File: config.mk
export PLATFORM = sky130hd
export DESIGN_NAME = dcache_flush_top
export DESIGN_NICKNAME = d
export VERILOG_FILES = /design/src/logic/dcache_pkg.sv /design/src/logic/dcache_flush_top.sv /design/src/logic/wb_drain.sv /design/src/logic/wb_queue.sv /design/src/logic/flush_walker.sv /design/src/logic/dirty_table.sv
export SDC_FILE = /design/constraint.sdc
export NUM_CORES = 1
export LEC_CHECK = 0
export CORE_MARGIN = 2
export CORE_UTILIZATION = 56
export CTS_BUF_LIST = sky130_fd_sc_hd__clkbuf_16
export DETAILED_ROUTE_END_ITERATION = 7
export DONT_BUFFER_PORTS = 1
export PLACE_DENSITY = 0.71
export SLEW_MARGIN = 10
export SYNTH_ARGS = -nofsm -noshare
export SYNTH_HDL_FRONTEND = slang
export SYNTH_SLANG_ARGS = --single-unit
File: constraint.sdc
create_clock -name clk -period 10.2 [get_ports clk]
set_input_delay 1.02 -clock clk [delete_from_list [all_inputs] [get_ports clk]]
set_output_delay 1.02 -clock clk [all_outputs]
set_load 0.1 [all_outputs]
File: src/logic/dcache_pkg.sv
package dcache_pkg;

    // cache geometry
    localparam int num_ways    = 2;
    localparam int index_width = 6;
    localparam int num_sets    = 1 << index_width;

    // wide enough for every way of every set being dirty
    localparam int count_width = index_width + 2;

    // writeback queue depth
    localparam int wbq_depth   = 4;

    typedef logic [index_width-1:0]       set_index_t;
    typedef logic [num_ways-1:0]          way_mask_t;
    typedef logic [$clog2(num_ways)-1:0]  way_t;

    // one dirty set, as pushed by the walker
    typedef struct packed {
        set_index_t index;
        way_mask_t  mask;
    } wb_entry_t;

    // one writeback toward memory
    typedef struct packed {
        set_index_t index;
        way_t       way;
    } wb_req_t;

endpackage
File: src/logic/dcache_flush_top.sv
module dcache_flush_top
    import dcache_pkg::*;
(
    input  logic                   clk,
    input  logic                   rstn,
    input  way_mask_t              we,
    input  set_index_t             w_addr,
    input  logic                   w_data,
    input  set_index_t             r_addr,
    input  logic                   r_way,
    output logic                   r_dirty,
    input  logic                   ibar,
    output logic                   flush_busy,
    output logic                   flush_done,
    output logic                   wb_valid,
    output wb_req_t                wb_req,
    input  logic                   wb_ack,
    output logic [count_width-1:0] dirty_count
);
    set_index_t scan_addr;
    way_mask_t  scan_mask;
    logic       clr_push;
    wb_entry_t  entry;
    wb_entry_t  head;
    logic       q_full;
    logic       q_empty;
    logic       pop;
    logic       drain_idle;

    dirty_table u_table (
        .clk(clk), .rstn(rstn),
        .we(we), .w_addr(w_addr), .w_data(w_data),
        .r_addr(r_addr), .r_way(r_way), .r_dirty(r_dirty),
        .scan_addr(scan_addr), .scan_mask(scan_mask), .clr(clr_push),
        .dirty_count(dirty_count)
    );

    flush_walker u_walker (
        .clk(clk), .rstn(rstn), .ibar(ibar), .dirty_count(dirty_count),
        .scan_addr(scan_addr), .scan_mask(scan_mask),
        .clr_push(clr_push), .entry(entry),
        .full(q_full), .q_empty(q_empty), .drain_idle(drain_idle),
        .flush_busy(flush_busy), .flush_done(flush_done)
    );

    wb_queue #(.payload_t(wb_entry_t)) u_queue (
        .clk(clk), .rstn(rstn),
        .push(clr_push), .push_data(entry),
        .pop(pop), .pop_data(head),
        .full(q_full), .empty(q_empty)
    );

    wb_drain u_drain (
        .clk(clk), .rstn(rstn),
        .empty(q_empty), .head(head), .pop(pop), .idle(drain_idle),
        .wb_valid(wb_valid), .wb_req(wb_req), .wb_ack(wb_ack)
    );

endmodule

File: src/logic/wb_drain.sv
module wb_drain
    import dcache_pkg::*;
(
    input  logic      clk,
    input  logic      rstn,
    input  logic      empty,
    input  wb_entry_t head,
    output logic      pop,
    output logic      idle,
    output logic      wb_valid,
    output wb_req_t   wb_req,
    input  logic      wb_ack
);
    // ways of the current set not yet requested
    way_mask_t mask_left;

    function automatic way_t first_way(way_mask_t m);
        way_t sel;
        sel = '0;
        for (int w = num_ways - 1; w >= 0; w--) begin
            if (m[w]) begin
                sel = way_t'(w);
            end
        end
        return sel;
    endfunction

    function automatic way_mask_t drop_way(way_mask_t m, way_t w);
        way_mask_t r;
        r    = m;
        r[w] = 1'b0;
        return r;
    endfunction

    assign idle = !wb_valid;
    assign pop  = idle && !empty;

    always_ff @(posedge clk) begin
        if (!rstn) begin
            wb_valid  <= 1'b0;
            mask_left <= '0;
        end else if (pop) begin
            wb_valid  <= 1'b1;
            mask_left <= drop_way(head.mask, first_way(head.mask));
        end else if (wb_valid && wb_ack) begin
            // next way goes out right after the ack
            wb_valid  <= |mask_left;
            mask_left <= drop_way(mask_left, first_way(mask_left));
        end
    end

    always_ff @(posedge clk) begin
        if (pop) begin
            wb_req.index <= head.index;
            wb_req.way   <= first_way(head.mask);
        end else if (wb_valid && wb_ack && (|mask_left)) begin
            wb_req.way   <= first_way(mask_left);
        end
    end

    assert property (@(posedge clk) disable iff (!rstn)
        (wb_valid && !wb_ack) |=> (wb_valid && $stable(wb_req)))
        else $error("wb_drain: request changed before ack");

endmodule

File: src/logic/wb_queue.sv
module wb_queue
    import dcache_pkg::*;
#(
    parameter type payload_t = logic
)
(
    input  logic     clk,
    input  logic     rstn,
    input  logic     push,
    input  payload_t push_data,
    input  logic     pop,
    output payload_t pop_data,
    output logic     full,
    output logic     empty
);
    typedef logic [$clog2(wbq_depth)-1:0] ptr_t;

    payload_t                       mem [wbq_depth];
    ptr_t                           wr_ptr;
    ptr_t                           rd_ptr;
    logic [$clog2(wbq_depth+1)-1:0] count;

    function automatic ptr_t next_ptr(ptr_t p);
        return (p == ptr_t'(wbq_depth - 1)) ? '0 : p + 1'b1;
    endfunction

    assign full     = (count == wbq_depth);
    assign empty    = (count == '0);
    assign pop_data = mem[rd_ptr];

    always_ff @(posedge clk) begin
        if (push) begin
            mem[wr_ptr] <= push_data;
        end
    end

    always_ff @(posedge clk) begin
        if (!rstn) begin
            wr_ptr <= '0;
            rd_ptr <= '0;
            count  <= '0;
        end else begin
            if (push) begin
                wr_ptr <= next_ptr(wr_ptr);
            end
            if (pop) begin
                rd_ptr <= next_ptr(rd_ptr);
            end
            // occupancy holds when both strobes coincide
            if (push && !pop) begin
                count <= count + 1'b1;
            end else if (pop && !push) begin
                count <= count - 1'b1;
            end
        end
    end

    assert property (@(posedge clk) disable iff (!rstn) !(push && full))
        else $error("wb_queue: push while full");
    assert property (@(posedge clk) disable iff (!rstn) !(pop && empty))
        else $error("wb_queue: pop while empty");

endmodule

File: src/logic/flush_walker.sv
module flush_walker
    import dcache_pkg::*;
(
    input  logic                   clk,
    input  logic                   rstn,
    input  logic                   ibar,
    input  logic [count_width-1:0] dirty_count,
    output set_index_t             scan_addr,
    input  way_mask_t              scan_mask,
    output logic                   clr_push,
    output wb_entry_t              entry,
    input  logic                   full,
    input  logic                   q_empty,
    input  logic                   drain_idle,
    output logic                   flush_busy,
    output logic                   flush_done
);
    typedef enum logic [1:0] {st_idle, st_scan, st_wait, st_done} state_t;

    state_t                 state;
    state_t                 state_next;
    set_index_t             addr;
    logic [count_width-1:0] remaining;
    logic                   set_dirty;
    logic                   last_set;
    logic                   stall;

    assign set_dirty = |scan_mask;
    assign last_set  = (addr == set_index_t'(num_sets - 1));
    // a dirty set waits for room in the queue
    assign stall     = set_dirty && full;

    assign clr_push   = (state == st_scan) && (remaining != '0) && set_dirty && !full;
    assign entry      = '{index: addr, mask: scan_mask};
    assign scan_addr  = addr;
    assign flush_busy = (state != st_idle);
    assign flush_done = (state == st_done);

    always_comb begin
        state_next = state;
        case (state)
            st_idle: begin
                if (ibar) begin
                    state_next = st_scan;
                end
            end
            st_scan: begin
                if ((remaining == '0) || (last_set && !stall)) begin
                    state_next = st_wait;
                end
            end
            // let the drain finish every queued writeback
            st_wait: begin
                if (q_empty && drain_idle) begin
                    state_next = st_done;
                end
            end
            default: begin
                state_next = st_idle;
            end
        endcase
    end

    always_ff @(posedge clk) begin
        if (!rstn) begin
            state     <= st_idle;
            addr      <= '0;
            remaining <= '0;
        end else begin
            state <= state_next;
            if ((state == st_idle) && ibar) begin
                addr      <= '0;
                remaining <= dirty_count;
            end else if (state == st_scan) begin
                if ((remaining != '0) && !stall) begin
                    addr <= addr + 1'b1;
                end
                if (clr_push) begin
                    remaining <= remaining - count_width'($countones(scan_mask));
                end
            end
        end
    end

    // table contents must agree with the count seeded at ibar
    assert property (@(posedge clk) disable iff (!rstn)
        clr_push |-> (remaining >= count_width'($countones(scan_mask))))
        else $error("flush_walker: remaining dirty count underflow");

endmodule

File: src/logic/dirty_table.sv
module dirty_table
    import dcache_pkg::*;
(
    input  logic                   clk,
    input  logic                   rstn,
    input  way_mask_t              we,
    input  set_index_t             w_addr,
    input  logic                   w_data,
    input  set_index_t             r_addr,
    input  logic                   r_way,
    output logic                   r_dirty,
    input  set_index_t             scan_addr,
    output way_mask_t              scan_mask,
    input  logic                   clr,
    output logic [count_width-1:0] dirty_count
);
    way_mask_t              bits_q [num_sets];
    logic [count_width-1:0] count_next;

    assign r_dirty   = bits_q[r_addr][r_way];
    assign scan_mask = bits_q[scan_addr];

    // only bits that actually flip move the count
    always_comb begin
        count_next = dirty_count;
        for (int w = 0; w < num_ways; w++) begin
            if (we[w] && (bits_q[w_addr][w] != w_data)) begin
                if (w_data) begin
                    count_next = count_next + 1'b1;
                end else begin
                    count_next = count_next - 1'b1;
                end
            end
        end
        if (clr) begin
            count_next = count_next - count_width'($countones(scan_mask));
        end
    end

    always_ff @(posedge clk) begin
        if (!rstn) begin
            for (int s = 0; s < num_sets; s++) begin
                bits_q[s] <= '0;
            end
            dirty_count <= '0;
        end else begin
            for (int w = 0; w < num_ways; w++) begin
                if (we[w]) begin
                    bits_q[w_addr][w] <= w_data;
                end
            end
            // flush clear of the whole set under scan
            if (clr) begin
                bits_q[scan_addr] <= '0;
            end
            dirty_count <= count_next;
        end
    end

    // pipeline is held off while a flush runs
    assert property (@(posedge clk) disable iff (!rstn) !((|we) && clr))
        else $error("dirty_table: pipeline write during flush clear");

endmodule

# Word-level counts from Yosys, hierarchy flattened
# Memories as Yosys holds them, arrays and structs flattened. A register that Yosys moved wholly into a read port is not among the register bits.
# Index checks and enable logic that the tools add are counted.
[classes]
addsub = 12
order_cmp = 5
eq_ne = 12
muxes = 58
bitwise = 5
n_reduce_logical = 42
[op_table]
columns = ["op", "n"]
rows = [
  ["$mux W8", 8],
  ["$mux W1", 29],
  ["$mux W2", 12],
  ["$mux W6", 4],
  ["$logic_and A1 B1 Y1", 17],
  ["$add A8 B1 Y8 const B", 2],
  ["$sub A8 B1 Y8 const B", 2],
  ["$sub A8 B8 Y8", 2],
  ["$reduce_bool A2 Y1", 6],
  ["$reduce_or A2 Y1", 5],
  ["$eq A2 B2 Y1 const B", 4],
  ["$logic_not A8 Y1", 1],
  ["$reduce_bool A8 Y1", 1],
  ["$add A6 B1 Y6 const B", 1],
  ["$eq A6 B6 Y1 const B", 1],
  ["$logic_not A1 Y1", 6],
  ["$lt A1 B2 Y1 const B", 3],
  ["$mux W3", 2],
  ["$pmux W2 S3", 1],
  ["$add A2 B1 Y2 const B", 2],
  ["$and A2 B2 Y2", 2],
  ["$ne A2 B1 Y1 const B", 2],
  ["$not A2 Y2", 2],
  ["$reduce_and A2 Y1", 2],
  ["14 further kinds", 17],
]
[word_totals]
register_bits = 41
ram_bits = 160
out_inout_bits = 19
wordCells = 147
mem_count = 2
[mem_list]
columns = ["memory", "depth", "width", "read_ports", "rd_clocked_by_memory_dff", "wr", "line", "text"]
rows = [
  ["u_table.bits_q", 64, 2, 3, 1, 64, "dirty_table.sv:17", "way_mask_t bits_q [num_sets];"],
  ["u_queue.mem", 4, 8, 1, 1, 1, "wb_queue.sv:18", "payload_t mem [wbq_depth];"],
]

# Logic depth before layout (Yosys ltp)
[logic_depth]
word_depth = 13
depth_mapped = 22
depth_no_buf = 19

# Modules after synthesis
# Synthesis repeated with hierarchy kept, for this count alone.
[unflattened]
hier_cells = 1264
hier_area_um2 = 12873.6
[modules_own_cells]
columns = ["module", "n_inst", "cells_per_inst", "area_per_inst_um2", "seq_area_each_um2"]
rows = [
  ["dirty_table", 1, 1026, 9784.4, 2722.6],
  ["wb_queue", 1, 86, 1615.3, 1141.1],
  ["flush_walker", 1, 127, 1101.1, 320.3],
  ["wb_drain", 1, 25, 372.9, 270.3],
]

# Least setup slack after synthesis
# Ideal clock, no wire load.
[synth_path]
path_type = "in2reg"
start = "input w_addr[1]"
end = "register u_table.dirty_count[7]"
setup_time_ps = 116
arrival_time_ps = 4848
required_ps = 10084
path_slack_ps = 5236
path_stages = 19
cell_sequence = "buf_6 nor2b_1 buf_6 a221o_1 a21oi_1 o22ai_2 nor4_4 mux2i_1 buf_2 nor2_1 a21oi_1 fa_1 mux2_2 ha_1 nor2b_1 nor4b_4 o2111ai_1 a21oi_1 and3b_1"
[synth_via]
elab_chain_len = 9
word_cells_on_any_way = 12
cone_classes = "add/sub: 3; eq/ne: 2; mux: 4; reduce/logical: 2; memory: 1"
[synth_lines]
columns = ["element", "line", "text"]
rows = [
  ["start: declaration", "dcache_flush_top.sv:7", "input set_index_t w_addr,"],
  ["$mem_v2 Z64 W2 *", "--", ""],
  ["$ne A1 B1 Y1", "dirty_table.sv:27", "if (we[w] && (bits_q[w_addr][w] != w_data)) begin"],
  ["$logic_and A1 B1 Y1", "dirty_table.sv:27", ""],
  ["$mux W8", "dirty_table.sv:27", ""],
  ["$sub A8 B1 Y8 or $add A8 B1 Y8 (tied branches)", "dirty_table.sv:31, dirty_table.sv:29", ""],
  ["$mux W8", "dirty_table.sv:28", "if (w_data) begin"],
  ["$mux W8 *", "dirty_table.sv:27", ""],
  ["$sub A8 B8 Y8", "dirty_table.sv:36", "count_next = count_next - count_width'($countones(scan_mask));"],
  ["$mux W8 *", "dirty_table.sv:35", "if (clr) begin"],
  ["end signal: assignment", "dirty_table.sv:56", "dirty_count <= count_next;"],
  ["end: declaration", "dirty_table.sv:15", "output logic [count_width-1:0] dirty_count"],
]
# Every way passes the cells marked *; elsewhere a longest branch is shown, timed or not.
# A chain may end at the register's enable or synchronous reset.

# Worst setup path after layout
# Ends and elaborated chain as after synthesis.

==> summary.md <==
| Metric | Value |
|---|---|
| Clock skew | `15.5 ps` |
| Area grow syn2layout | `6.19%` |
| Hold Path Stages | `2` |
| Worst-path fanout max | `44` |
| Worst flop-to-flop path endpoint | `u_table.dirty_count[7]` |
| R2R cell count | `16` |
| Peak VDD IR | `136 uV` |
| DP Wirelength | `24.6 mm` |
| Ant diodes | `0` |
| Syn. warnings | `0` |
| Worst-Margin Slew | `1210 ps` |
| Die Y | `159 um` |
| Commonest non-fill, non-tap cells in the layout | `281 x a21oi_1, 174 x nand2_1, 168 x dfxtp_1, 131 x a31oi_1, 100 x mux4_2` |
| Resized Gates After CTS | `0` |
| Hold-fix buffers, CTS | `0` |
| RSZ-0062 raised after global routing | `no` |
| Top-area cell type share of the netlist area | `25.4%` |
| Launch point of the worst reg-to-reg path | `u_table.bits_q[53][0]` |
| Worst skew pair latency | `530 ps` |
| Synth cell types | `68` |
| Post-route insts no fill | `1,701` |
| Initial DRT Pass Iterations | `6` |
| Via count | `11,800` |
| Layout Nets | `1,421` |
| Routed length per instance | `23.3 um` |
| Synth Net Count | `1,509` |
| Startpoint types | `input port` |
| Min-Delay Path Class | `flip-flop to flip-flop` |
| IO Pins | `39` |
| Final slew viol count | `0` |
| Clock sinks | `209` |
| Clock transition at the registers of the reported paths | `70 ps` |
| Cell Pwr Density | `171 nW/um^2` |
| Post-synth EDFFs | `39` |
| Die X-Extent | `159 um` |
| DRT antenna net count | `0` |
| CP endpoint kind | `flip-flop` |
| R2R setup slack | `5500 ps` |
| CTS root buf | `clkbuf_16` |
| Worst Hold End | `u_drain.mask_left[0]` |
| First-pass GRT wire length | `62.9 mm` |
| Initial antenna violation count | `0` |
| Final Cycle Share | `48.5%` |
| Iter 0 DRT Violations | `1,628` |
| Worst hold start | `u_drain.mask_left[0]` |
| Hold Fails Final Rpt | `0` |
| Mapped cell area | `13,400 um^2` |
| Core Region | `23,500 um^2` |
| Share of cells above drive strength 1 | `15.3%` |
| Max_slew headroom | `19.1%` |
| Die ar. | `25,200 um^2` |
| Top cells by area, synth | `dfxtp_1 25%, mux4_2 17%, a21oi_1 10%, edfxtp_1 8.7%, a31oi_1 6.1%` |
| Bufs on Longest Clock Path | `3` |
| Post-CTS setup buffer count | `0` |
| Routability cong. | `0.924` |
| Total track usage | `31.0%` |
| Critical path class | `input port to flip-flop` |
| Worst EP arrival | `5380 ps` |
| Synth Area per Inst | `9.22 um^2` |
| Setup TNS Final | `0 ps` |
| WL final | `39.7 mm` |
| Mapped Cells | `1,454` |
| Final Critical Period | `4950 ps` |
| CTS buffer count | `23` |
| Vias in the first global route | `11,100` |
| Buffers on Ports | `0` |
| TritonCTS clock tree | `yes` |
| Residual DRC | `0` |
| Max Fclk | `202 MHz` |
| Max_cap viols | `0` |
| Synth async-reset ratio | `0%` |
| Number of vias per cell | `6.94` |
| Leak | `0.00514 uW` |
| Sequential fraction of the synthesis area | `34.1%` |
| Grt ovf | `0` |
| Synth Flop Type | `dfxtp_1` |
| Power, Total | `2430 uW` |
| Initial Util | `57.1%` |
| #FFs+latches synth | `209` |
| H-tree depth | `1` |
| Row count | `56` |
| Worst Path Required | `10,620 ps` |
| Outcome | `completed` |
| Dominant cell type by area after synthesis | `dfxtp_1` |
| Commonest non-fill, non-tap cell in the layout | `a21oi_1` |
| Setup violators final | `0` |
| Dpl cells | `1,660` |
| Largest net degree at the start of global routing | `163` |
[logic make-up (layout without fill, tap and decap cells)]
| group | count (synthesis) | after routing | share of synthesized area, % |
|---|---|---|---|
| AO/OA/AOI/OAI | 516 | 516 | 22.6 |
| adder cells (fa/ha/maj) | 35 | 35 | 3.54 |
| XOR/XNOR | 26 | 26 | 1.70 |
| flip-flops | 209 | 209 | 34.1 |
| AND/OR/NAND/NOR | 344 | 344 | 12.3 |
| multiplexers | 145 | 145 | 20.3 |
| buffers and inverters | 179 | 107 | 5.41 |
[synthesized netlist by cell type, drive strengths merged (13+ instances only)]
library cell and instances:
dfxtp 170, nand3 19, nor2 50, nor2b 14, mux4 100, clkbuf 120
nand3b 13, inv 32, xnor2 16, a31oi 131, a21oi 281, mux2 18
edfxtp 39, o21ai 18, ha 30, and2 15, buf 27, nor3 13
mux2i 27, nand2 174
[where the power goes]
part           total [uW]  internal [uW]  switching [uW]
sequential           1130            902             228
combinational         489            210             280
clock                 816            453             362
total                2430           1570             870
[flip-flops by register name, indices dropped and copies added, names as in the netlist, named ones only]
register,count
u_walker.scan_addr,6
u_queue.mem,32
u_table.bits_q,128
u_queue.count,3
u_table.dirty_count,8
u_drain.wb_valid,1
u_walker.remaining,8
u_queue.wr_ptr,2
u_queue.rd_ptr,2
u_walker.state,2
u_drain.mask_left,2
u_drain.wb_req,7
[metal layers]
metal	part of all wire [%]	wire length [um]	up-vias	global-route usage (%)
met5	0	0	-	0
met4	5.4	2160	0	14.4
met3	10	4090	157	5.49
met2	46	18100	752	49.2
met1	39	15400	5575	41.5
li1	-	-	5321	-
[through the flow]
stage	hold WS, ps	util [%]	setup WS [ps]	instance area [um^2]
6_report	478	60.7	5250	14200
4_1_cts	480	60.6	5070	14200
3_3_place_gp	454	57.6	4630	13500
5_1_grt	510	60.7	4950	14200
2_1_floorplan	435	-	5240	13400
3_5_place_dp	462	57.6	4520	13500
[area by class of cell]
type	count	area, um^2
multi-input combinational	1066	8180
tap	319	399
clock inverter	17	115
inverter	32	120
timing repair buffer	34	255
sequential	209	4580
clock buffer	24	601
fill	1975	9230
[worst max-delay path by stage]
stage | slack, ps | endpoint | start
global route | 4950 | u_table.dirty_count[7] | w_addr[1]
finish | 5250 | u_table.dirty_count[7] | w_addr[1]
global placement | 4630 | u_table.dirty_count[7] | w_addr[2]
CTS | 5070 | u_table.dirty_count[7] | w_addr[2]
detailed placement | 4520 | u_table.dirty_count[7] | w_addr[2]
floorplan | 5240 | u_table.dirty_count[7] | w_addr[1]
[critical path, stage by stage]
cell	delay [ps]
nor2b_1	230
a221o_1	320
a21oi_1	190
o22ai_2	150
nor4_4	330
mux2i_2	710
nor2_1	80
a21oi_1	300
fa_1	460
mux2_2	300
ha_1	270
nor2b_1	150
nor4b_4	310
o2111ai_1	190
a21oi_1	130
and3b_1	180
Power figures use the tool's default switching activity.
